### src/renkon_pkg.sv
package renkon_pkg;

  localparam int DWIDTH       = 16;
  localparam int FWIDTH       = 8;  // Q8.8.
  localparam int PWIDTH       = 2 * DWIDTH;
  localparam int IMG_WIDTH    = 8;
  localparam int IMG_HEIGHT   = 8;
  localparam int KSIZE        = 3;
  localparam int KTAPS        = KSIZE * KSIZE;
  localparam int FMAP_WIDTH   = IMG_WIDTH - (KSIZE - 1);
  localparam int FMAP_HEIGHT  = IMG_HEIGHT - (KSIZE - 1);
  localparam int BIAS_ADDR    = 9;
  localparam int WADDR_WIDTH  = 4;
  localparam int COL_WIDTH    = $clog2(IMG_WIDTH);
  localparam int ROW_WIDTH    = $clog2(IMG_HEIGHT);
  localparam int TREE_LATENCY = 4;  // Input, product, rounding, sum.

  typedef logic signed [DWIDTH-1:0] data_t;

  localparam data_t DATA_MAX = {1'b0, {(DWIDTH-1){1'b1}}};
  localparam data_t DATA_MIN = {1'b1, {(DWIDTH-1){1'b0}}};

  // Tap 0 is the top-left pixel, taps follow raster order.
  typedef struct packed {
    data_t [KTAPS-1:0] tap;
  } window_t;

  typedef struct packed {
    data_t [KTAPS-1:0] weight;
    data_t             bias;
  } kernel_t;

  // Saturating sum of two Q8.8 words.
  function automatic data_t sat_add(input data_t a, input data_t b);
    logic signed [DWIDTH:0] s;
    s = a + b;
    if (s > DATA_MAX) begin
      return DATA_MAX;
    end else if (s < DATA_MIN) begin
      return DATA_MIN;
    end
    return data_t'(s);
  endfunction

  // Q16.16 product back to Q8.8, floor then saturate.
  function automatic data_t round_prod(input logic signed [PWIDTH-1:0] p);
    logic signed [PWIDTH-1:0] q;
    q = p >>> FWIDTH;
    if (q > DATA_MAX) begin
      return DATA_MAX;
    end else if (q < DATA_MIN) begin
      return DATA_MIN;
    end
    return data_t'(q);
  endfunction

endpackage

### src/renkon_weight_bank.sv
`timescale 1ns/1ps

module renkon_weight_bank (
  input  logic                               clk,
  input  logic                               xrst,
  input  logic                               weight_we,
  input  logic [renkon_pkg::WADDR_WIDTH-1:0] weight_addr,
  input  renkon_pkg::data_t                  weight_data,
  output renkon_pkg::kernel_t                kernel
);

  import renkon_pkg::*;

  kernel_t r_kernel;

  // Addresses 0..8 are weights in raster order, 9 is the bias.
  always_ff @(posedge clk) begin
    if (!xrst) begin
      r_kernel <= '0;
    end else if (weight_we) begin
      for (int i = 0; i < KTAPS; i++) begin
        if (weight_addr == WADDR_WIDTH'(i)) begin
          r_kernel.weight[i] <= weight_data;
        end
      end
      if (weight_addr == WADDR_WIDTH'(BIAS_ADDR)) begin
        r_kernel.bias <= weight_data;
      end
    end
  end

  assign kernel = r_kernel;

endmodule

### config.mk
export PLATFORM = sky130hd
export DESIGN_NAME = renkon_weight_bank
export DESIGN_NICKNAME = d
export VERILOG_FILES = /design/src/renkon_pkg.sv /design/src/renkon_weight_bank.sv
export SDC_FILE = /design/constraint.sdc
export NUM_CORES = 1
export LEC_CHECK = 0
export ABC_AREA = 0
export BUFFER_PORTS_ARGS = -buffer_cell sky130_fd_sc_hd__buf_4
export CAP_MARGIN = 15
export CORE_ASPECT_RATIO = 0.7
export CORE_MARGIN = 3
export CORE_UTILIZATION = 46
export DETAILED_ROUTE_END_ITERATION = 10
export PLACE_DENSITY_LB_ADDON = 0.2
export SYNTH_ARGS = -nofsm -noshare
export SYNTH_HDL_FRONTEND = slang
export SYNTH_SLANG_ARGS = --single-unit
### constraint.sdc
create_clock -name clk -period 1.3 [get_ports clk]
set_clock_uncertainty 0.05 [all_clocks]
set_input_delay 0.26 -clock clk [delete_from_list [all_inputs] [get_ports clk]]
set_output_delay 0.26 -clock clk [all_outputs]
set_load 0.005 [all_outputs]
# Word level (Yosys, flattened, before mapping)
# Index checks and enable logic that the tools add are counted.
# Widths: inputs -> output; s select.
[totals]
regBits = 160
[classes]
n_eq_ne = 9
n_reduce_logical = 11
[ops]
columns = ["cell", "n"]
rows = [
  ["$reduce_and 2->1", 10],
  ["$eq 4x3->1 const B", 4],
  ["$eq 4x2->1 const B", 2],
  ["$eq 4x4->1 const B", 2],
  ["$eq 4x1->1 const B", 1],
  ["$logic_not 4->1", 1],
]

# Depth between registers and ports, before layout
[depth]
word_depth = 2
depth_mapped = 5
depth_no_buf = 3

# Least setup slack after synthesis
# Ideal clock, no wire load.
[synth_timing]
kind = "input to register"
from = "in weight_addr[1] in the netlist's numbering"
to = "reg r_kernel, in the netlist kernel[5]"
setup_ns = 0.073
t_arrival_ns = 1.227
required_ns = 1.177
path_slack_ns = -0.051
stages = 5
path_buffers = 2
cell_sequence = "nand2b_1 > nor4bb_1 > buf_2 > buf_6 > mux2i_1"
[synth_via]
elab_chain_len = 2
[synth_rtl]
columns = ["element", "line", "source"]
rows = [
  ["start: declaration", "renkon_weight_bank.sv:7", "input logic [renkon_pkg::WADDR_WIDTH-1:0] weight_addr,"],
  ["$eq 4x4->1", "renkon_weight_bank.sv:26", "if (weight_addr == WADDR_WIDTH'(BIAS_ADDR)) begin"],
  ["$reduce_and 2->1 (no line)", "-", ""],
  ["end: declaration", "renkon_weight_bank.sv:14", "kernel_t r_kernel;"],
]
# Every way passes these cells.
# A chain may end at the register's enable or synchronous reset.

# Worst setup path after layout
[layout_timing]
from = "reg r_kernel, in the netlist kernel[44]"
to = "out kernel[44] in the netlist's numbering"
[layout_rtl]
columns = ["element", "line", "source"]
rows = [
  ["end: declaration", "renkon_weight_bank.sv:9", "output renkon_pkg::kernel_t kernel"],
]
# No word-level cell between the ends.

==> metrics.csv <==
metric,value,unit
status,"complete, no violations",
cp_max_fo,2,
ir_worst_vdd,1.061,mV
post-route-drc-count,0,
cts-resized-gates,0,
wl_per_cell,17.94,um
grt_max_degree,44,
core,11970,um2
critPathMaxStageDelay,0.39,ns
fin_crit_sh,0.9583,
grt_use_total,0.2385,
synth.yosys.warnings,0,
hold_class,primary input to flop,
switching_share,0.2214,
relSlewSlack,0.7234,
cts_hold_buf,0,
cp_top_family,flip-flops,
cellPowerDensity,1300,nW/um2
fp.dieArea,13970,um2
crit_path_top_delay_cell,dfxtp_1,
cts_sinks,160,
cp_data_required_time,0.99,ns
ys_types,19,
worstPathArrival,0.94,ns
dp_hpwl,11440,um
port_buffers,182,
start_kind,flop,
finalHoldViolations,0,
cts-root-buf,clkbuf_16,
clkLatencyLatePin,0.41,ns
final_cell_mix,"buf_4 (210), nand2_1 (177), mux2i_1 (160), dfxtp_1 (160), clkbuf_16 (17)",
maxCapViolCount,0,
crit_path_end_kind,output port,
slew_viol_final,0,
ctsHtreeMaxLevel,4,
timing.fmax,802.7,MHz
power_frac_clock,0.474,
fin_area,8227,um2
rsz0062_at_grt,false,
place_area,7624,um2
fin_tns_setup,0,ns
setup_viol,0,
die_h,99.81,um
syn_to_final_growth,42.25,%
clockBufferDepth,2,
initial_core_util,0.4830,
syn_avg_cell_area,10.55,um2
fill_cells,962,
rows,33,
grt_pass1_vias,4821,
cts_tree,yes,
final_common_cell,buf_4,
switchingPower,2.369,mW
p_seq_frac,0.468,
grt_antenna_before_repair,0,
ys_seq_area_frac,0.5539,
overflow,0,
fin_total_pwr,10.70,mW
ys_ff_latch,160,
grt_pass1_wl,26010,um
power.internal,8.329,mW
synth.cell_area,5783,um2
gp_congestion,0.8052,
critPathBufInv,1,
die_x,140.0,um
pwr-share-comb,0.059,
antenna_cells,0,
cts_setup_buffers,0,
synth_fp_nets,571,
largest_reg_flops,160,
ant_nets,0,
ios,183,
tightest_slew,0.4139,ns
dr.first_iter.drc_count,199,
vias,4614,
first_pass_iters,4,
synth_cells,548,
layout.nets,775,
wl,16530,um
routed_via_density,5.010,
min_period,1.246,ns
drive_above_1_share,0.3403,
path_cells,buf_4,
p_leak,3.967,nW
path_clk_slew,0.06,ns
cts_buffers,17,
crit_type,flop to output port,
stage by stage:
| step | utilization | hold WS [ns] | worst slack [ns] | instances |
|---|---|---|---|---|
| final | 0.6870 | 0.2475 | 0.05421 | 921 |
| after global routing | 0.6870 | 0.2571 | 0.03738 | 921 |
| after CTS | 0.6870 | 0.2371 | 0.04592 | 921 |
| after detailed placement | 0.6367 | 0.3965 | -0.1596 | 890 |
| after global placement | 0.6367 | 0.3933 | -0.09403 | 890 |
| after floorplan | - | 0.4011 | -0.006094 | 548 |
worst reg2reg max path, delay by kind of cell, from the launching register on:
kind             cells  cell delay, ns
AND/OR/NAND/NOR      1            0.07
flip-flops           1            0.39
multiplexers         1            0.14
logic make-up after synthesis:
kind of cell / share of synthesized area
flops: 0.5539
mux: 0.2769
simple gates: 0.1346
buf+inv: 0.03461
cell type report:
class,instances,area [um2],share of cell area
Timing Repair Buffer,222,1817,0.2208
Sequential cell,160,3203,0.3894
Clock inverter,12,160.2,0.01947
Tap cell,157,196.4,0.02388
Clock buffer,19,442.9,0.05384
Multi-Input combinational cell,351,2407,0.2926
metal layers:
layer  track usage  up-vias  wire length (um)
met5             0        -                 0
met4       0.07446        0               263
met3       0.08810       24              1331
met2        0.3831      154              7571
met1        0.3024     2214              7361
li1              -     2222                 -
final timing paths:
path / slack (ns) / end / depth (start not counted) / startpoint
max: 0.05 / kernel[44] / 1 / kernel[44]$_SDFFE_PN0P_
min: 0.25 / kernel[154]$_SDFFE_PN0P_ / 4 / weight_data[10]
max reg2reg: 0.58 / kernel[44]$_SDFFE_PN0P_ / 2 / kernel[44]$_SDFFE_PN0P_
min reg2reg: 0.40 / kernel[77]$_SDFFE_PN0P_ / 2 / kernel[77]$_SDFFE_PN0P_
Yosys cell counts:
cell type  number  area, um2
nand2_1       177      664.4
dfxtp_1       160       3203
mux2i_1       160       1602
clkbuf_1       20      75.07
buf_2           7      35.03
buf_4           6      45.04
buf_6           4      45.04
nand2b_1        2      12.51
nor2_2          2      12.51
and3_1          1      6.260
nand2_2         1      6.260
nand3b_1        1      7.510
nand3b_4        1      20.02
nand4b_1        1      8.760
nor2_1          1      3.750
nor3b_1         1      7.510
nor3b_2         1      12.51
nor4bb_1        1      10.01
or3_1           1      6.260
power by group through the flow:
| stage | clock [mW] | combinational, mW | sequential, mW |
|---|---|---|---|
| 4_1_cts | 5.12 | 0.631 | 5.01 |
| 6_report | 5.07 | 0.626 | 5.01 |
| 2_1_floorplan | 0 | 0.263 | 5.11 |
| 5_1_grt | 5.33 | 0.673 | 5.01 |
| 3_5_place_dp | 0 | 0.629 | 5.11 |
| 3_3_place_gp | 0 | 0.613 | 5.11 |
Note: power is estimated with default switching activity, not from simulation.
