### src/renkon_pkg.sv
package renkon_pkg;

  localparam int DWIDTH       = 16;
  localparam int FWIDTH       = 8;  // Q8.8.
  localparam int PWIDTH       = 2 * DWIDTH;
  localparam int IMG_WIDTH    = 8;
  localparam int IMG_HEIGHT   = 8;
  localparam int KSIZE        = 3;
  localparam int KTAPS        = KSIZE * KSIZE;
  localparam int FMAP_WIDTH   = IMG_WIDTH - (KSIZE - 1);
  localparam int FMAP_HEIGHT  = IMG_HEIGHT - (KSIZE - 1);
  localparam int BIAS_ADDR    = 9;
  localparam int WADDR_WIDTH  = 4;
  localparam int COL_WIDTH    = $clog2(IMG_WIDTH);
  localparam int ROW_WIDTH    = $clog2(IMG_HEIGHT);
  localparam int TREE_LATENCY = 4;  // Input, product, rounding, sum.

  typedef logic signed [DWIDTH-1:0] data_t;

  localparam data_t DATA_MAX = {1'b0, {(DWIDTH-1){1'b1}}};
  localparam data_t DATA_MIN = {1'b1, {(DWIDTH-1){1'b0}}};

  // Tap 0 is the top-left pixel, taps follow raster order.
  typedef struct packed {
    data_t [KTAPS-1:0] tap;
  } window_t;

  typedef struct packed {
    data_t [KTAPS-1:0] weight;
    data_t             bias;
  } kernel_t;

  // Saturating sum of two Q8.8 words.
  function automatic data_t sat_add(input data_t a, input data_t b);
    logic signed [DWIDTH:0] s;
    s = a + b;
    if (s > DATA_MAX) begin
      return DATA_MAX;
    end else if (s < DATA_MIN) begin
      return DATA_MIN;
    end
    return data_t'(s);
  endfunction

  // Q16.16 product back to Q8.8, floor then saturate.
  function automatic data_t round_prod(input logic signed [PWIDTH-1:0] p);
    logic signed [PWIDTH-1:0] q;
    q = p >>> FWIDTH;
    if (q > DATA_MAX) begin
      return DATA_MAX;
    end else if (q < DATA_MIN) begin
      return DATA_MIN;
    end
    return data_t'(q);
  endfunction

endpackage

### src/renkon_bias_relu.sv
`timescale 1ns/1ps

module renkon_bias_relu (
  input  logic                clk,
  input  logic                xrst,
  input  renkon_pkg::data_t   sum,
  input  logic                sum_valid,
  input  renkon_pkg::kernel_t kernel,
  output renkon_pkg::data_t   fmap,
  output logic                fmap_valid
);

  import renkon_pkg::*;

  data_t biased;
  data_t relu;
  data_t r_fmap;
  logic  r_fmap_valid;

  assign biased = sat_add(sum, kernel.bias);
  assign relu   = biased[DWIDTH-1] ? '0 : biased;  // Negative clamps to zero.

  always_ff @(posedge clk) begin
    if (!xrst) begin
      r_fmap       <= '0;
      r_fmap_valid <= 1'b0;
    end else begin
      r_fmap_valid <= sum_valid;
      if (sum_valid) begin
        r_fmap <= relu;  // Holds the last value between outputs.
      end
    end
  end

  assign fmap       = r_fmap;
  assign fmap_valid = r_fmap_valid;

endmodule

### config.mk
export PLATFORM = sky130hd
export DESIGN_NAME = renkon_bias_relu
export DESIGN_NICKNAME = d
export VERILOG_FILES = /design/src/renkon_pkg.sv /design/src/renkon_bias_relu.sv
export SDC_FILE = /design/constraint.sdc
export NUM_CORES = 1
export LEC_CHECK = 0
export BUFFER_PORTS_ARGS = -buffer_cell sky130_fd_sc_hd__buf_2
export CAP_MARGIN = 0
export CELL_PAD_IN_SITES_DETAIL_PLACEMENT = 0
export CELL_PAD_IN_SITES_GLOBAL_PLACEMENT = 1
export CORE_MARGIN = 2
export CORE_UTILIZATION = 20
export DETAILED_ROUTE_END_ITERATION = 10
export PLACE_DENSITY_LB_ADDON = 0.1
export SYNTH_ARGS = -nofsm -noshare
export SYNTH_HDL_FRONTEND = slang
export SYNTH_SLANG_ARGS = --single-unit
### constraint.sdc
create_clock -name clk -period 6.3 [get_ports clk]
set_input_delay 0.315 -clock clk [delete_from_list [all_inputs] [get_ports clk]]
set_output_delay 0.315 -clock clk [all_outputs]
set_load 0.02 [all_outputs]
== After elaboration in Yosys (flattened, before gate mapping) ==
Index checks and enable logic that the tools add are counted.
Storage, ports and cells
  output and inout port bits: 17
  word-level logic and storage cells: 11
  register bits: 17
  bits of input ports: 179
Cells by class
  $lt $le $gt $ge: 2
  $add $sub $neg: 1
  muxes and demuxes: 6
Operator list (number)
  16-bit two-way mux: 3
  16-bit by 16-bit adder with 17-bit output: 1
  17-bit by 16-bit > comparator with 1-bit output, second input constant: 1
  17-bit by 16-bit less-than comparator with 1-bit output, second input constant: 1
  15-bit two-way mux: 1
  1-bit two-way mux: 2

== Logic depth before layout (Yosys ltp) ==
  depth in word-level cells: 6
  depth in mapped cells: 9

== Worst setup path before layout ==
OpenSTA, ideal clock, no wires.
  kind: in2reg
  start point: input port sum[0]
  end point: register r_fmap[11] (netlist: fmap[11])
  arrival time: 2142 ps
  setup slack: 4027 ps
  setup time: 131 ps
  stages: 9
  path through: ha_1 fa_1 a21oi_1 o211ai_1 a21oi_1 o21ai_0 nand2_1 clkbuf_1 o21ai_0
On the way
  cells in the longest elaborated chain, start to end: 6
  elaborated cells on any way between the ends: 8
  those cells by class: add/sub (1); order compare (2); mux (5)
RTL lines
  start: declaration: RTL line renkon_bias_relu.sv:6  | input renkon_pkg::data_t sum,
  16-bit by 16-bit adder with 17-bit output (*): RTL line renkon_pkg.sv:36  | s = a + b;
  17-bit by 16-bit less-than comparator with 1-bit output: RTL line renkon_pkg.sv:39  | end else if (s < DATA_MIN) begin
  1-bit two-way mux: RTL line renkon_pkg.sv:39
  1-bit two-way mux: RTL line renkon_pkg.sv:37  | if (s > DATA_MAX) begin
  16-bit two-way mux (*): RTL line renkon_pkg.sv:42  | return data_t'(s);
  15-bit two-way mux (*): RTL line renkon_bias_relu.sv:21  | assign relu = biased[DWIDTH-1] ? '0 : biased;
  end signal: assignment: RTL line renkon_bias_relu.sv:30  | r_fmap <= relu;
  end: declaration: RTL line renkon_bias_relu.sv:17  | data_t r_fmap;
Mark *: on every way between the ends. The rest lies on a longest branch, timed or not.
A chain may end at the register's enable or synchronous reset.

== Worst setup path in the final report ==
  start point: input port sum[8]
  end point: register r_fmap[11] (netlist: fmap[11])
The elaborated chain is that of the path after synthesis.

==> reports/qor.txt <==
Outcome = finished clean
Top post-synthesis cells by area = dfxtp_1, ha_1, a21oi_1
Multi-input logic area = 1020 sq um
Routability Congestion = 0.710
Sequential share of the synthesized area = 23.0%
Hold path startpoint = xrst
Synth top area share = 23.0%
DR DRC count = 0
Layout Skew = 0 ps
Fmax = 380 MHz
Switching fraction of total power = 36.5%
Combinational fraction of design power = 42.1%
Drt wl/cell = 13.1 um
CTS sink cnt = 16
Root Buffer = clkbuf_8
Reg2reg start = fmap[12]$_SDFFE_PN0P_
Register share of total power = 33.0%
Most frequent cells in the layout = buf_2, nand2_1, a21oi_1
Vias = 1371
Pint = 229 uW
GRT Residual Overflow = 0
Ports = 196
Hold Path Sink = fmap_valid$_SDFF_PN0_
Max-slew violation count = 0
Routed WL = 4020 um
Min Tclk post-route = 2630 ps
Fillers = 758
Resize count post-CTS = 0
Hold WC Path Type = in2reg
Setup violators final = 0
H-tree level count = 1
Reg2reg setup slack = 5480 ps
Vias per Instance = 4.48
Post-synth ARST share = 0%
Die Y = 87.4 um
Fin nets = 423
CTS Buf Count = 3
# hold bufs at CTS = 0
Critical path endpoint category = register
FF-to-FF path depth = 3
Synth Warn # = 0
Initial DRC count = 42
Data required, critical path = 6470 ps
Worst Tran Pin Value = 995 ps
Hpwl dp = 3430 um
WS Path Type = in2reg
NetSw = 131 uW
Predominant post-synthesis flop cell = dfxtp_1
Clk buf depth = 2
Post-synth EDFFs = 0
Relative slew slack = 33.2%
# rows = 30
Die X = 87.4 um
Largest net degree at the start of global routing = 16
Yosys reg bits = 16
Worst reg2reg endpoint = fmap[12]$_SDFFE_PN0P_
First-pass GRT wire length = 6530 um
Starting density of the core = 20.6%
Crit share post-route = 41.8%
N_diodes = 0
Clock Latency Late Sink = 250 ps
Register area = 320 sq um
RSZ-0062 raised after global routing = no
Number of port buffers = 50
Final setup TNS = 0 ps
Clock network fraction of design power = 24.9%
First-pass DRT Iterations = 4
Syn avg cell area = 7.82 sq um
Fin. Hold Viols = 0
Biggest area consumer among synthesized cells = dfxtp_1
Worst Path Arrival = 2800 ps
CP Launch Type = input pin
PD cells = 205 nW/um^2
Initial antenna violation count = 0
DIE AREA = 7640 sq um
Cells after Synth = 178
MaxCap Viol Count = 0
Vias in the first global route = 1314
Layout cells sized above 1 = 26.1%
CTS tree = done
Commonest non-fill, non-tap cell in the layout = buf_2
Worst IR Drop VDD = 0.0586 mV
Post-CTS setup buffers = 0
Core area = 6760 sq um
Routed Antenna Nets = 0
Worst-path maximum fanout = 15
P_leak = 0.000805 uW
Area Growth Syn to Fin = 26.0%
Worst Hold Depth = 2
Post-synthesis net count = 374
Final Hold Slack = 346 ps
Post-Syn Area = 1390 sq um
Global Route Usage Sum = 10.9%
Yosys cell types = 44
CTS clk-pin slew, worst paths = 60 ps
per-stage QoR:
stage,util [%],worst slack [ps],total power (uW),cell area [sq um],cells
3_5_place_dp,25.1,3430,274,1700,302
2_1_floorplan,-,4030,229,1390,178
4_1_cts,25.9,3680,365,1750,306
5_1_grt,25.9,3330,389,1750,306
3_3_place_gp,25.1,3410,275,1700,302
6_report,25.9,3670,360,1750,306
synth_stat cells, types with 2 or more instances:
library cell	instances
inv_1	3
a21oi_2	3
a21oi_1	23
buf_2	2
xor2_1	2
nor3_1	7
ha_1	16
o211ai_1	3
xnor2_1	7
and2_1	3
a21boi_0	2
a21o_1	3
dfxtp_1	16
o21a_1	2
nor2b_1	3
nor2_1	3
a211oi_1	3
nand2_1	24
o21ai_1	13
o21ai_0	13
buf_6	2
nor3b_1	2
mux2i_1	2
layout make-up:
class                   instances  share of cell area, %
clock buffers                   4                   3.14
inverters                       3                  0.642
multi-input cells             153                   58.0
flip-flops and latches         16                   18.3
well taps                      80                   5.71
repair buffers                 50                   14.3
routing by layer:
layer  up-vias  GRT usage (%)  share of wire [%]
met3         2           1.14                4.9
met4         0           3.78               0.75
met2        39           14.2                 38
li1        755              -                  -
met1       575           17.7                 57
met5         -              0                  0
state kept, by name, indices dropped and copies added (netlist names):
register / count
fmap_valid: 1
fmap: 15
power by group through the flow:
stage	Combinational [uW]	Clock (uW)	Sequential, uW
after floorplan	93.6	0	135
after global placement	154	0	121
after detailed placement	153	0	121
after global routing	171	97.5	120
final	152	89.5	119
after CTS	153	93.2	119
critical path, cell delays in order:
cell and delay, ps:
buf_2 100, ha_1 380, a21oi_2 240, o21ai_1 110, a221o_1 370, o21ai_1 790
a22oi_1 280, o21ai_0 210
cells by family after synthesis:
family          Yosys count  synth area share, %
xor+xnor                  9                 5.67
buf+inv                   9                 3.96
compound gates           75                 32.7
simple gates             49                 17.1
fa+ha+maj                17                 15.8
flops                    16                 23.0
other cells               1                0.270
mux                       2                 1.44
worst max path at each step:
| stage | from | endpoint | slack [ps] |
|---|---|---|---|
| after floorplan | sum[0] | fmap[11]$_SDFFE_PN0P_ | 4030 |
| after global placement | sum[8] | fmap[9]$_SDFFE_PN0P_ | 3410 |
| after detailed placement | sum[8] | fmap[11]$_SDFFE_PN0P_ | 3430 |
| after CTS | sum[8] | fmap[9]$_SDFFE_PN0P_ | 3680 |
| after global routing | sum[8] | fmap[11]$_SDFFE_PN0P_ | 3330 |
| final | sum[8] | fmap[11]$_SDFFE_PN0P_ | 3670 |
Note: power is estimated with default switching activity, not from simulation.
