## src/renkon_pkg.sv

```systemverilog
package renkon_pkg;

  localparam int DWIDTH       = 16;
  localparam int FWIDTH       = 8;  // Q8.8.
  localparam int PWIDTH       = 2 * DWIDTH;
  localparam int IMG_WIDTH    = 8;
  localparam int IMG_HEIGHT   = 8;
  localparam int KSIZE        = 3;
  localparam int KTAPS        = KSIZE * KSIZE;
  localparam int FMAP_WIDTH   = IMG_WIDTH - (KSIZE - 1);
  localparam int FMAP_HEIGHT  = IMG_HEIGHT - (KSIZE - 1);
  localparam int BIAS_ADDR    = 9;
  localparam int WADDR_WIDTH  = 4;
  localparam int COL_WIDTH    = $clog2(IMG_WIDTH);
  localparam int ROW_WIDTH    = $clog2(IMG_HEIGHT);
  localparam int TREE_LATENCY = 4;  // Input, product, rounding, sum.

  typedef logic signed [DWIDTH-1:0] data_t;

  localparam data_t DATA_MAX = {1'b0, {(DWIDTH-1){1'b1}}};
  localparam data_t DATA_MIN = {1'b1, {(DWIDTH-1){1'b0}}};

  // Tap 0 is the top-left pixel, taps follow raster order.
  typedef struct packed {
    data_t [KTAPS-1:0] tap;
  } window_t;

  typedef struct packed {
    data_t [KTAPS-1:0] weight;
    data_t             bias;
  } kernel_t;

  // Saturating sum of two Q8.8 words.
  function automatic data_t sat_add(input data_t a, input data_t b);
    logic signed [DWIDTH:0] s;
    s = a + b;
    if (s > DATA_MAX) begin
      return DATA_MAX;
    end else if (s < DATA_MIN) begin
      return DATA_MIN;
    end
    return data_t'(s);
  endfunction

  // Q16.16 product back to Q8.8, floor then saturate.
  function automatic data_t round_prod(input logic signed [PWIDTH-1:0] p);
    logic signed [PWIDTH-1:0] q;
    q = p >>> FWIDTH;
    if (q > DATA_MAX) begin
      return DATA_MAX;
    end else if (q < DATA_MIN) begin
      return DATA_MIN;
    end
    return data_t'(q);
  endfunction

endpackage

```

## src/renkon_window.sv

```systemverilog
`timescale 1ns/1ps

module renkon_window (
  input  logic                clk,
  input  logic                xrst,
  input  logic                frame_start,
  input  logic                pixel_en,
  input  renkon_pkg::data_t   pixel,
  output renkon_pkg::window_t window,
  output logic                win_valid
);

  import renkon_pkg::*;

  data_t line1 [IMG_WIDTH];  // Previous row.
  data_t line2 [IMG_WIDTH];  // Two rows back.

  logic [COL_WIDTH-1:0] col;
  logic [ROW_WIDTH-1:0] row;
  logic                 last_col;
  logic                 last_row;
  logic                 completes;

  data_t [KSIZE-1:0] column_in;  // Incoming right column, top first.
  window_t           r_window;
  logic              r_win_valid;

  assign column_in[0] = line2[col];
  assign column_in[1] = line1[col];
  assign column_in[2] = pixel;

  assign last_col  = (col == COL_WIDTH'(IMG_WIDTH - 1));
  assign last_row  = (row == ROW_WIDTH'(IMG_HEIGHT - 1));
  assign completes = (row >= KSIZE - 1) && (col >= KSIZE - 1);

  // Each column slot moves one row older as the new pixel lands.
  always_ff @(posedge clk) begin
    if (pixel_en) begin
      line1[col] <= pixel;
      line2[col] <= line1[col];
    end
  end

  always_ff @(posedge clk) begin
    if (!xrst) begin
      col <= '0;
      row <= '0;
    end else if (frame_start) begin
      col <= '0;
      row <= '0;
    end else if (pixel_en) begin
      if (last_col) begin
        col <= '0;
        if (last_row) begin
          row <= '0;
        end else begin
          row <= row + 1'b1;
        end
      end else begin
        col <= col + 1'b1;
      end
    end
  end

  // Shift left, new column enters on the right.
  always_ff @(posedge clk) begin
    if (!xrst) begin
      r_window <= '0;
    end else if (pixel_en) begin
      for (int r = 0; r < KSIZE; r++) begin
        for (int c = 0; c < KSIZE - 1; c++) begin
          r_window.tap[r*KSIZE+c] <= r_window.tap[r*KSIZE+c+1];
        end
        r_window.tap[r*KSIZE+KSIZE-1] <= column_in[r];
      end
    end
  end

  always_ff @(posedge clk) begin
    if (!xrst) begin
      r_win_valid <= 1'b0;
    end else begin
      r_win_valid <= pixel_en && completes;  // Counters still point at this pixel.
    end
  end

  assign window    = r_window;
  assign win_valid = r_win_valid;

endmodule

```

## config.mk

```make
export PLATFORM = sky130hd
export DESIGN_NAME = renkon_window
export DESIGN_NICKNAME = d
export VERILOG_FILES = /design/src/renkon_pkg.sv /design/src/renkon_window.sv
export SDC_FILE = /design/constraint.sdc
export NUM_CORES = 1
export LEC_CHECK = 0
export BUFFER_PORTS_ARGS = -buffer_cell sky130_fd_sc_hd__clkbuf_2
export CAP_MARGIN = 20
export CORE_MARGIN = 3
export CORE_UTILIZATION = 40
export CTS_BUF_LIST = sky130_fd_sc_hd__clkbuf_8
export CTS_CLUSTER_DIAMETER = 100
export CTS_CLUSTER_SIZE = 28
export DETAILED_ROUTE_END_ITERATION = 12
export PLACE_DENSITY_LB_ADDON = 0.1
export SLEW_MARGIN = 25
export SYNTH_ARGS = -nofsm -noshare
export SYNTH_HDL_FRONTEND = slang
export SYNTH_SLANG_ARGS = --single-unit
```

## constraint.sdc

```tcl
create_clock -name clk -period 3.8 [get_ports clk]
set_input_delay 0.57 -clock clk [delete_from_list [all_inputs] [get_ports clk]]
set_output_delay 0.57 -clock clk [all_outputs]
set_load 0.01 [all_outputs]
```

# Yosys cells after proc, flatten, opt, wreduce, memory -nomap -nowiden
# Memory sizes are Yosys's and may differ from the RTL's. A register that Yosys moved wholly into a read port is not among the register bits.
# Cells that the tools add are included.
[op_classes]
addsub = 2
n_div = 0
shifts = 0
order_cmp = 2
bitwise = 1
multipliers = 0
mux = 6
reduce_logical = 5
n_eq_ne = 2
[ops]
columns = ["operator", "n"]
rows = [
  ["$mux W3", 4],
  ["$add A3 B1 Y3 const B", 2],
  ["$eq A3 B3 Y1 const B", 2],
  ["$ge A3 B2 Y1 const B", 2],
  ["$logic_and A1 B1 Y1", 2],
  ["$mux W1", 2],
  ["$reduce_and A2 Y1", 1],
  ["$reduce_or A2 Y1", 1],
  ["$logic_not A1 Y1", 1],
  ["$not A1 Y1", 1],
]
[totals]
ram_bits = 256
memories = 2
input_bits = 20
regBits = 135
latchBits = 0
wordCells = 31
out_inout_bits = 145
rom_bits = 0
[mem_list]
columns = ["name", "depth", "word_bits", "rd", "rd_clocked_by_memory_dff", "wr", "line", "rtl"]
rows = [
  ["line1", 8, 16, 1, 1, 1, "renkon_window.sv:15", "data_t line1 [IMG_WIDTH];"],
  ["line2", 8, 16, 1, 1, 1, "renkon_window.sv:16", "data_t line2 [IMG_WIDTH];"],
]

# Longest topological paths before layout
# Gate-level depths: netlist (run 1).
[depth]
word_depth = 4
depth_mapped = 7
ltp_nobuf = 6

# Worst setup path before layout (run 1)
# No wires, ideal clock.
[synth_timing]
kind = "input-to-reg"
startpoint = "input pixel_en"
endpoint = "memory line1[4][0] (netlist name) (enable)"
arrival_ps = 3486
n_path_buf = 3
required_ps = 3339
cell_stages = 5
setup_time_ps = 461
path_slack_ps = -147
path_cell_list = "buf_2 -> buf_2 -> clkbuf_1 -> nand2_1 -> nor3_1"
[synth_between]
elab_chain_len = 2
[synth_rtl]
columns = ["element", "line", "rtl"]
rows = [
  ["start: declaration", "renkon_window.sv:7", "input logic pixel_en,"],
  ["$mux W1", "renkon_window.sv:38", "if (pixel_en) begin"],
  ["$mux W1 (implied by the code)", "renkon_window.sv:39", "line1[col] <= pixel;"],
  ["end: declaration", "renkon_window.sv:15", ""],
]
# No other way between the ends.

==> results of run 1 <==
==> worst max-delay path, delay by kind of cell, from the launching register on <==
kind	cells	cell delay, ps
compound gates	2	700
buf+inv	1	360
flops	1	890
mux	1	180
==> metrics by stage <==
stage                     worst slack [ps]  power [µW]  hold slack, ps  instance area, µm²  instances
after CTS                             1320        7420             268               17300       1679
after floorplan                        136        5400             451               15600       1015
after global routing                  1140        7640             272               17300       1679
after global placement                1270        5650             487               17000       1647
final                                 1320        7330             298               17300       1679
after detailed placement              1320        5650             482               17000       1647
==> logic make-up (layout without fill, tap and decap cells) <==
kind of cell | Yosys count | count (layout) | share of synthesized area
multiplexers | 204 | 204 | 0.137
buffers and inverters | 71 | 224 | 0.0277
adder cells (fa/ha/maj) | 6 | 6 | 0.00480
flip-flops | 410 | 410 | 0.688
AO/OA/AOI/OAI | 171 | 171 | 0.0845
AND/OR/NAND/NOR | 153 | 153 | 0.0577
==> routing by layer <==
| metal | part of all wire | global-route usage |
|---|---|---|
| met5 | 0 | 0 |
| met4 | 0.019 | 0.0383 |
| met3 | 0.033 | 0.0201 |
| met2 | 0.48 | 0.311 |
| met1 | 0.46 | 0.258 |
==> layout make-up <==
class | instances | area (µm²)
Fill cell | 3405 | 20800
Sequential cell | 410 | 10800
Multi-Input combinational cell | 534 | 4520
Timing Repair Buffer | 189 | 1050
Tap cell | 511 | 639
Clock buffer | 20 | 275
Clock inverter | 12 | 50.0
Inverter | 3 | 11.3
==> cell usage after synthesis (2+ instances only) <==
master,number,area (µm²)
buf_6,12,135
o21ai_0,41,205
a221o_1,16,160
mux2_2,58,653
a211oi_1,6,45.0
dfxtp_1,154,3080
nand2b_1,5,31.3
nor2b_1,120,751
inv_1,2,7.51
ha_1,6,75.1
a21oi_1,20,100
nor2_1,14,52.6
o22ai_1,16,100
nand2_1,6,22.5
a221oi_2,11,165
mux2i_1,140,1400
buf_2,25,125
nor3_1,5,25.0
a221oi_1,16,140
o21ai_1,7,35.0
edfxtp_1,256,7690
buf_12,2,40.0
o21ba_1,12,120
a22o_1,16,140
a211oi_2,5,62.6
o21ba_2,4,40.0
clkbuf_1,25,93.8
mux2_4,5,75.1
buf_4,3,22.5
==> flip-flops by register name (all words and copies together), names as in the netlist, named ones only <==
| name | cells |
|---|---|
| line2 | 128 |
| win_valid | 1 |
| line1 | 128 |
| col | 3 |
| window | 144 |
| row | 3 |
==> worst max-delay path by stage <==
stage                         start                    end  slack [ps]  cells past startpoint
after CTS                 flip-flop  line2[3][9]$_DFFE_PP_        1320                      4
after global placement     pixel_en    row[0]$_SDFFE_PP0P_        1270                      6
final                     flip-flop  line2[6][7]$_DFFE_PP_        1320                      4
after detailed placement   pixel_en    row[0]$_SDFFE_PP0P_        1320                      6
after global routing      flip-flop  line2[4][7]$_DFFE_PP_        1140                      4
after floorplan            pixel_en  line1[0][0]$_DFFE_PP_         140                      4
==> power by group <==
part           switching, µW  internal (µW)
combinational            336            239
sequential               108           4860
clock                   1290            500
==> results_dict.tcl, run 1 <==
set metrics [dict create \
    cts_sinks 410 \
    io_pins 165 \
    cp_cell_sequence "buf_4 -> mux2_4 -> o22ai_1 -> a211oi_2" \
    leakage_uw 0.00635 \
    clk_latency_ps 580 \
    reg2reg_slack_ps 1320 \
    syn_inst 1015 \
    grt_pass1_vias 8975 \
    setup_violations 0 \
    hp-start "pixel[14]" \
    area_growth_pct 10.7 \
    h-tree-depth 1 \
    port_buffers 164 \
    endpoint_kind "flip-flop" \
    hold_violations 0 \
    worst_slew_pin_slew_ps 998 \
    status "finished clean" \
    grt_pass1_wl_mm 58.1 \
    hold_path_end "line1[5][14]$_DFFE_PP_" \
    synth_edf_count 256 \
    cts_hold_buf 0 \
    syn_nets 1041 \
    min_period_ps 2480 \
    rsz0062_at_grt "false" \
    hold_class "input port to flip-flop" \
    grt_start_max_net_pins 91 \
    start_kind "flip-flop" \
    hold_depth 1 \
    yosys_warnings 0 \
    post_drt_wl_per_cell_um 22.9 \
    ys_seq_area_frac 0.688 \
    finalMaxSlewViolations 0 \
    drt_iter0_drc 502 \
    tritoncts "built" \
    cp_slowest_cell "dfxtp_4" \
    drive_gt1_frac 0.264 \
    timing.rr.end "line2[6][7]$_DFFE_PP_" \
    die-height_um 204 \
    clock.fmax_mhz 403 \
    die_w_um 204 \
    grt_overflow_total 0 \
    required_ps 4090 \
    start_util 0.410 \
    path_class "flip-flop to flip-flop" \
    die_area_um2 41500 \
    cts_buffers 18 \
    via_per_inst 5.17 \
    post_cts_resized 0 \
    clk_pin_slew_worst_paths_ps 170 \
    cts_max_path_buffers 3 \
    grt_use_total 0.184 \
    synth-seq-cells 410 \
    most-common-layout-cells "edfxtp_1, clkbuf_2, dfxtp_1" \
    core_area_um2 38100 \
    post-route-period-util 0.653 \
    ys.flop_type "edfxtp_1" \
    hpwlAfterDp_mm 23.6 \
    dr_total_vias 8677 \
    num-nets-final 1182 \
    root_buffer "clkbuf_8" \
    synth_cell_types 36 \
    path_max_fanout 49 \
    final_antenna_net_count 0 \
    final_common_cell "edfxtp_1" \
    antenna_found_initial 0 \
    synthArstFlopShare 0 \
    routed_wl_mm 38.5 \
    fin_setup_tns_ps 0 \
    arrival_ps 2770 \
    final_util 0.455 \
    place_congestion 0.748 \
    syn_area_um2 15600 \
    vdd_drop_max_mv 0.237 \
    slowest_delay_ps 890 \
    syn_area_per_cell_um2 15.4 \
    cap_viol_max_count 0 \
    worst_r2r_path_depth 4 \
    dr.pass1.iters 5 \
    fin_skew_ps 18.9 \
    cts_setup_buffers 0 \
    insertedDiodeCount 0 \
    drcViolationCount 0 \
    power_density_nw_per_um2 423 \
    slew_headroom 0.334 \
    rows 71 \
]
(Power assumes the default switching activity.)
==> run 2: changes to the inputs <==
- clock period: 3.8 -> 2.3 ns (I/O delays scaled with it)
==> run 2 against run 1 <==
  * Via count rose by 0.74%
  * Maximum frequency grew 34%
  * Critical path depth up 2
  * Utilization increased by 0.84 points
  * Routed wire length down 4.9%
  * Sequential cell count unchanged
  * First-iteration DRC count down 12%
  * Critical endpoint is now window[91]$_SDFFE_PN0P_
  * Sequential power rose by 65%
  * Power grew 65%
==> results_dict.tcl, run 2 (synthesized netlist as in run 1, its figures left out) <==
set metrics [dict create \
    routed_wl_mm 36.6 \
    grt_use_total 0.173 \
    via_per_inst 5.12 \
    cts_sinks 410 \
    final_common_cell "edfxtp_1" \
    largest_reg_flops 144 \
    wl_met3_mm 1.25 \
    dr.pass1.iters 4 \
    finalMaxSlewViolations 0 \
    status "finished clean" \
    die-height_um 204 \
    grt_pass1_vias 8678 \
    most-common-layout-cells "edfxtp_1, clkbuf_2, dfxtp_1" \
    place_congestion 0.738 \
    stdcell_count 1708 \
    path_class "flip-flop to flip-flop" \
    final_antenna_net_count 0 \
    die_area_um2 41500 \
    cts_buffers 18 \
    timing.rr.end "window[91]$_SDFFE_PN0P_" \
    cap_viol_max_count 0 \
    root_buffer "clkbuf_8" \
    cp_slowest_cell "dfxtp_4" \
    insertedDiodeCount 0 \
    cts_hold_buf 0 \
    h-tree-depth 1 \
    worst_r2r_path_depth 6 \
    required_ps 2810 \
    cts_max_path_buffers 3 \
    cts_setup_buffers 0 \
    drcViolationCount 0 \
    antenna_found_initial 0 \
    min_period_ps 1860 \
    clk_pin_slew_worst_paths_ps 170 \
    hold_depth 1 \
    clk_latency_ps 600 \
    post_drt_wl_per_cell_um 21.4 \
    drt_iter0_drc 441 \
    reg2reg_slack_ps 440 \
    dr_total_vias 8741 \
    wl_met1_mm 16.8 \
    hp-start "pixel[11]" \
    hpwlAfterDp_mm 22.6 \
    worst_slew_pin_slew_ps 844 \
    fin_setup_tns_ps 0 \
    grt_overflow_total 0 \
    critPathTopFamily "flip-flops" \
    post-route-period-util 0.807 \
    core_area_um2 38100 \
    drive_gt1_frac 0.279 \
    num-nets-final 1211 \
    grt_start_max_net_pins 84 \
    hold_violations 0 \
    slowest_delay_ps 550 \
    hold_class "input port to flip-flop" \
    total_power_uw 12100 \
    endpoint_kind "flip-flop" \
    io_pins 165 \
    path_max_fanout 25 \
    rows 71 \
    grt_pass1_wl_mm 55.3 \
    start_kind "flip-flop" \
    top_layer "met4" \
    hold_slack_ps 59.8 \
    hold_path_end "line1[0][11]$_DFFE_PP_" \
    rsz0062_at_grt "false" \
    critical_path_buf_inv_count 2 \
    clock.fmax_mhz 539 \
    fin_skew_ps 30.3 \
    die_w_um 204 \
    power_density_nw_per_um2 686 \
    start_util 0.410 \
    slew_headroom 0.436 \
    post_cts_resized 0 \
    met2WireLength_mm 18.1 \
    n_fill_cell 3407 \
    dp_cells 1676 \
    tritoncts "built" \
    arrival_ps 2370 \
    vdd_drop_max_mv 0.451 \
    port_buffers 164 \
    cp_cell_sequence "buf_12 -> mux2_2 -> o22ai_1 -> a221oi_2 -> buf_4 -> o21ba_1" \
    setup_violations 0 \
    leakage_uw 0.00652 \
    area_growth_pct 12.8 \
]
## run 2: routing by layer
layer  GRT usage  up-vias
met5           0        -
met4      0.0278        0
met3      0.0219       29
met2       0.297      153
met1       0.243     4427
li1            -     4132
## run 2: worst max-delay path by stage
stage          cells after the start                       to                start  slack, ps
2_1_floorplan                      5    line1[3][0]$_DFFE_PP_  col[0]$_SDFFE_PP0P_       -150
3_3_place_gp                       6  window[91]$_SDFFE_PN0P_            flip-flop        490
3_5_place_dp                       6  window[81]$_SDFFE_PN0P_            flip-flop        460
4_1_cts                            4    line2[5][8]$_DFFE_PP_            flip-flop        420
5_1_grt                            4    line2[1][8]$_DFFE_PP_            flip-flop        330
6_report                           6  window[91]$_SDFFE_PN0P_            flip-flop        440
## run 2: through the flow
stage | instance area [µm²] | worst slack [ps] | util
detailed placement | 17300 | 461 | 0.455
global placement | 17300 | 488 | 0.455
floorplan | 15700 | -147 | -
global route | 17600 | 332 | 0.463
finish | 17600 | 444 | 0.463
CTS | 17600 | 420 | 0.463
## run 2: where the power goes
| part | internal, µW | leakage [µW] | switching [µW] |
|---|---|---|---|
| logic | 445 | 0.00273 | 581 |
| clock network | 795 | 0.000207 | 2110 |
| registers | 8030 | 0.00358 | 149 |
## run 2: layout make-up
type	instances	area (µm²)	area share
well taps	511	639	0.0362
inverters	3	11.3	0.000638
repair buffers	218	1400	0.0794
clock buffers	19	262	0.0148
multi-input cells	534	4500	0.255
flip-flops and latches	410	10800	0.611
clock inverters	13	56.3	0.00319
## run 2: worst reg2reg max path: cells and delay by family, from the launching register on
| family | cells | cell delay, ps |
|---|---|---|
| multiplexers | 1 | 360 |
| flip-flops | 1 | 550 |
| buffers and inverters | 2 | 440 |
| AO/OA/AOI/OAI | 3 | 440 |
==> run 3: changes to the inputs <==
- clock period: 2.3 -> 1.7 ns (I/O delays scaled with it)
==> run 3 against run 2 <==
  * Sequential share of layout area shrank 3.7 points
  * Register-to-register slack lost 410 ps
  * Clock power up 34%
  * Utilization rose by 3.0 points
  * Largest power group unchanged
==> results_dict.tcl, run 3 (synthesized netlist as in run 1, its figures left out) <==
set metrics [dict create \
    drt_iter0_drc 461 \
    largest_reg_flops 144 \
    stdcell_count 1764 \
    most-common-layout-cells "edfxtp_1, clkbuf_2, dfxtp_1" \
    drive_gt1_frac 0.322 \
    root_buffer "clkbuf_8" \
    cts_max_path_buffers 3 \
    tritoncts "built" \
    path_max_fanout 18 \
    cts_buffers 18 \
    seqPwrFrac 0.667 \
    p_sw_uw 3870 \
    place_congestion 0.731 \
    worst_slew_pin_slew_ps 595 \
    grt_start_max_net_pins 71 \
    setup_violations 0 \
    routed_wl_mm 37.0 \
    insertedDiodeCount 0 \
    power_density_nw_per_um2 883 \
    die-height_um 204 \
    arrival_ps 2160 \
    cp_cell_sequence "buf_12 -> buf_8 -> mux2_2 -> o22ai_2 -> a221oi_2 -> buf_6 -> o21ba_1" \
    required_ps 2190 \
    intPower_uw 12700 \
    path_class "flip-flop to flip-flop" \
    switching_share 0.233 \
    endpoint_kind "flip-flop" \
    crit_cells 7 \
    hpwlAfterDp_mm 23.7 \
    final_antenna_net_count 0 \
    status "finished clean" \
    dp_cells 1704 \
    start_util 0.410 \
    cts_sinks 410 \
    dr.pass1.iters 4 \
    final_util 0.493 \
    vdd_drop_max_mv 0.580 \
    worst_r2r_path_depth 7 \
    fin_skew_ps 17.2 \
    antenna_found_initial 0 \
    grt_use_total 0.176 \
    place_area_um2 17800 \
    hold_class "input port to flip-flop" \
    slew_headroom 0.603 \
    hold_depth 1 \
    cp_slowest_cell "dfxtp_4" \
    min_period_ps 1670 \
    critical_path_buf_inv_count 3 \
    area_growth_pct 20.0 \
    final_common_cell "edfxtp_1" \
    design_area_um2 18800 \
    finalMaxSlewViolations 0 \
    combPwrFrac 0.098 \
    via_per_inst 5.06 \
    core_area_um2 38100 \
    critPathTopFamily "buffers and inverters" \
    slowest_delay_ps 420 \
    rows 71 \
    grt_pass1_vias 8944 \
    start_kind "flip-flop" \
    fin_setup_tns_ps 0 \
    num-nets-final 1267 \
    clock.fmax_mhz 599 \
    cap_viol_max_count 0 \
    die_w_um 204 \
    drcViolationCount 0 \
    total_power_uw 16600 \
    io_pins 165 \
    grt_overflow_total 0 \
    leakage_uw 0.00696 \
    hold_violations 0 \
    clk_latency_ps 580 \
    post-route-period-util 0.982 \
    die_area_um2 41500 \
    clk_pin_slew_worst_paths_ps 160 \
    h-tree-depth 1 \
    port_buffers 164 \
    grt_pass1_wl_mm 56.3 \
    dr_total_vias 8925 \
    clock_power_share 0.235 \
    post_drt_wl_per_cell_um 21.0 \
    rsz0062_at_grt "true" \
]
## run 3: cell count changes in the layout (fill, tap and decap cells not counted), sizes merged
cell         previous run  this run
buf                    55        99
inv                    15        13
dlygate4sd3             0        11
a221oi                 27        28
clkinv                  1         2
clkinvlp                0         1
## run 3: per-stage QoR
step	hold slack, ps	setup slack (ps)
after floorplan	354	-276
after global placement	462	-90.7
after detailed placement	472	-121
after CTS	8.35	-41.8
after global routing	21.5	-27.3
final	47.1	29.9
## run 3: power by group through the flow
stage               registers (µW)  logic, µW  clock network [µW]
global placement             11300       1450                   0
detailed placement           11300       1460                   0
finish                       11100       1620                3900
CTS                          11100       1550                4090
floorplan                    11300        813                   0
global route                 11100       1760                4400
## run 3: what timing repair did
| action | CTS | global route |
|---|---|---|
| setup endpoints to repair | 155 | 126 |
| pin swaps | 1 | 8 |
| buffers inserted | 0 | 16 |
| resized for setup | 29 | 23 |
| gates cloned | 0 | 1 |
| endpoints found under the hold margin | 88 | 0 |
| hold buffers | 11 | 0 |
## run 3: area by class of cell
| class | count | area, µm² |
|---|---|---|
| clock inverters | 13 | 55.1 |
| repair buffers | 273 | 2180 |
| inverters | 3 | 15.0 |
| fillers | 3304 | 19300 |
| clock buffers | 19 | 262 |
| flip-flops and latches | 410 | 10800 |
| well taps | 511 | 639 |
| multi-input cells | 535 | 4850 |
## run 3: per-layer routing
| metal | wire (µm) | vias to the layer above | GRT usage |
|---|---|---|---|
| met4 | 590 | 0 | 0.0305 |
| met2 | 18600 | 165 | 0.304 |
| met3 | 1150 | 27 | 0.0169 |
| li1 | - | 4234 | - |
| met1 | 16700 | 4499 | 0.245 |
| met5 | 0 | - | 0 |
## run 3: path summary, 6_finish.rpt
path                             from                 endpoint  slack (ps)
hold / removal               pixel[8]    line1[1][8]$_DFFE_PP_          50
hold reg to reg   row[2]$_SDFFE_PP0P_      row[2]$_SDFFE_PP0P_         490
setup / recovery            flip-flop  window[83]$_SDFFE_PN0P_          30
setup reg to reg            flip-flop  window[83]$_SDFFE_PN0P_          30
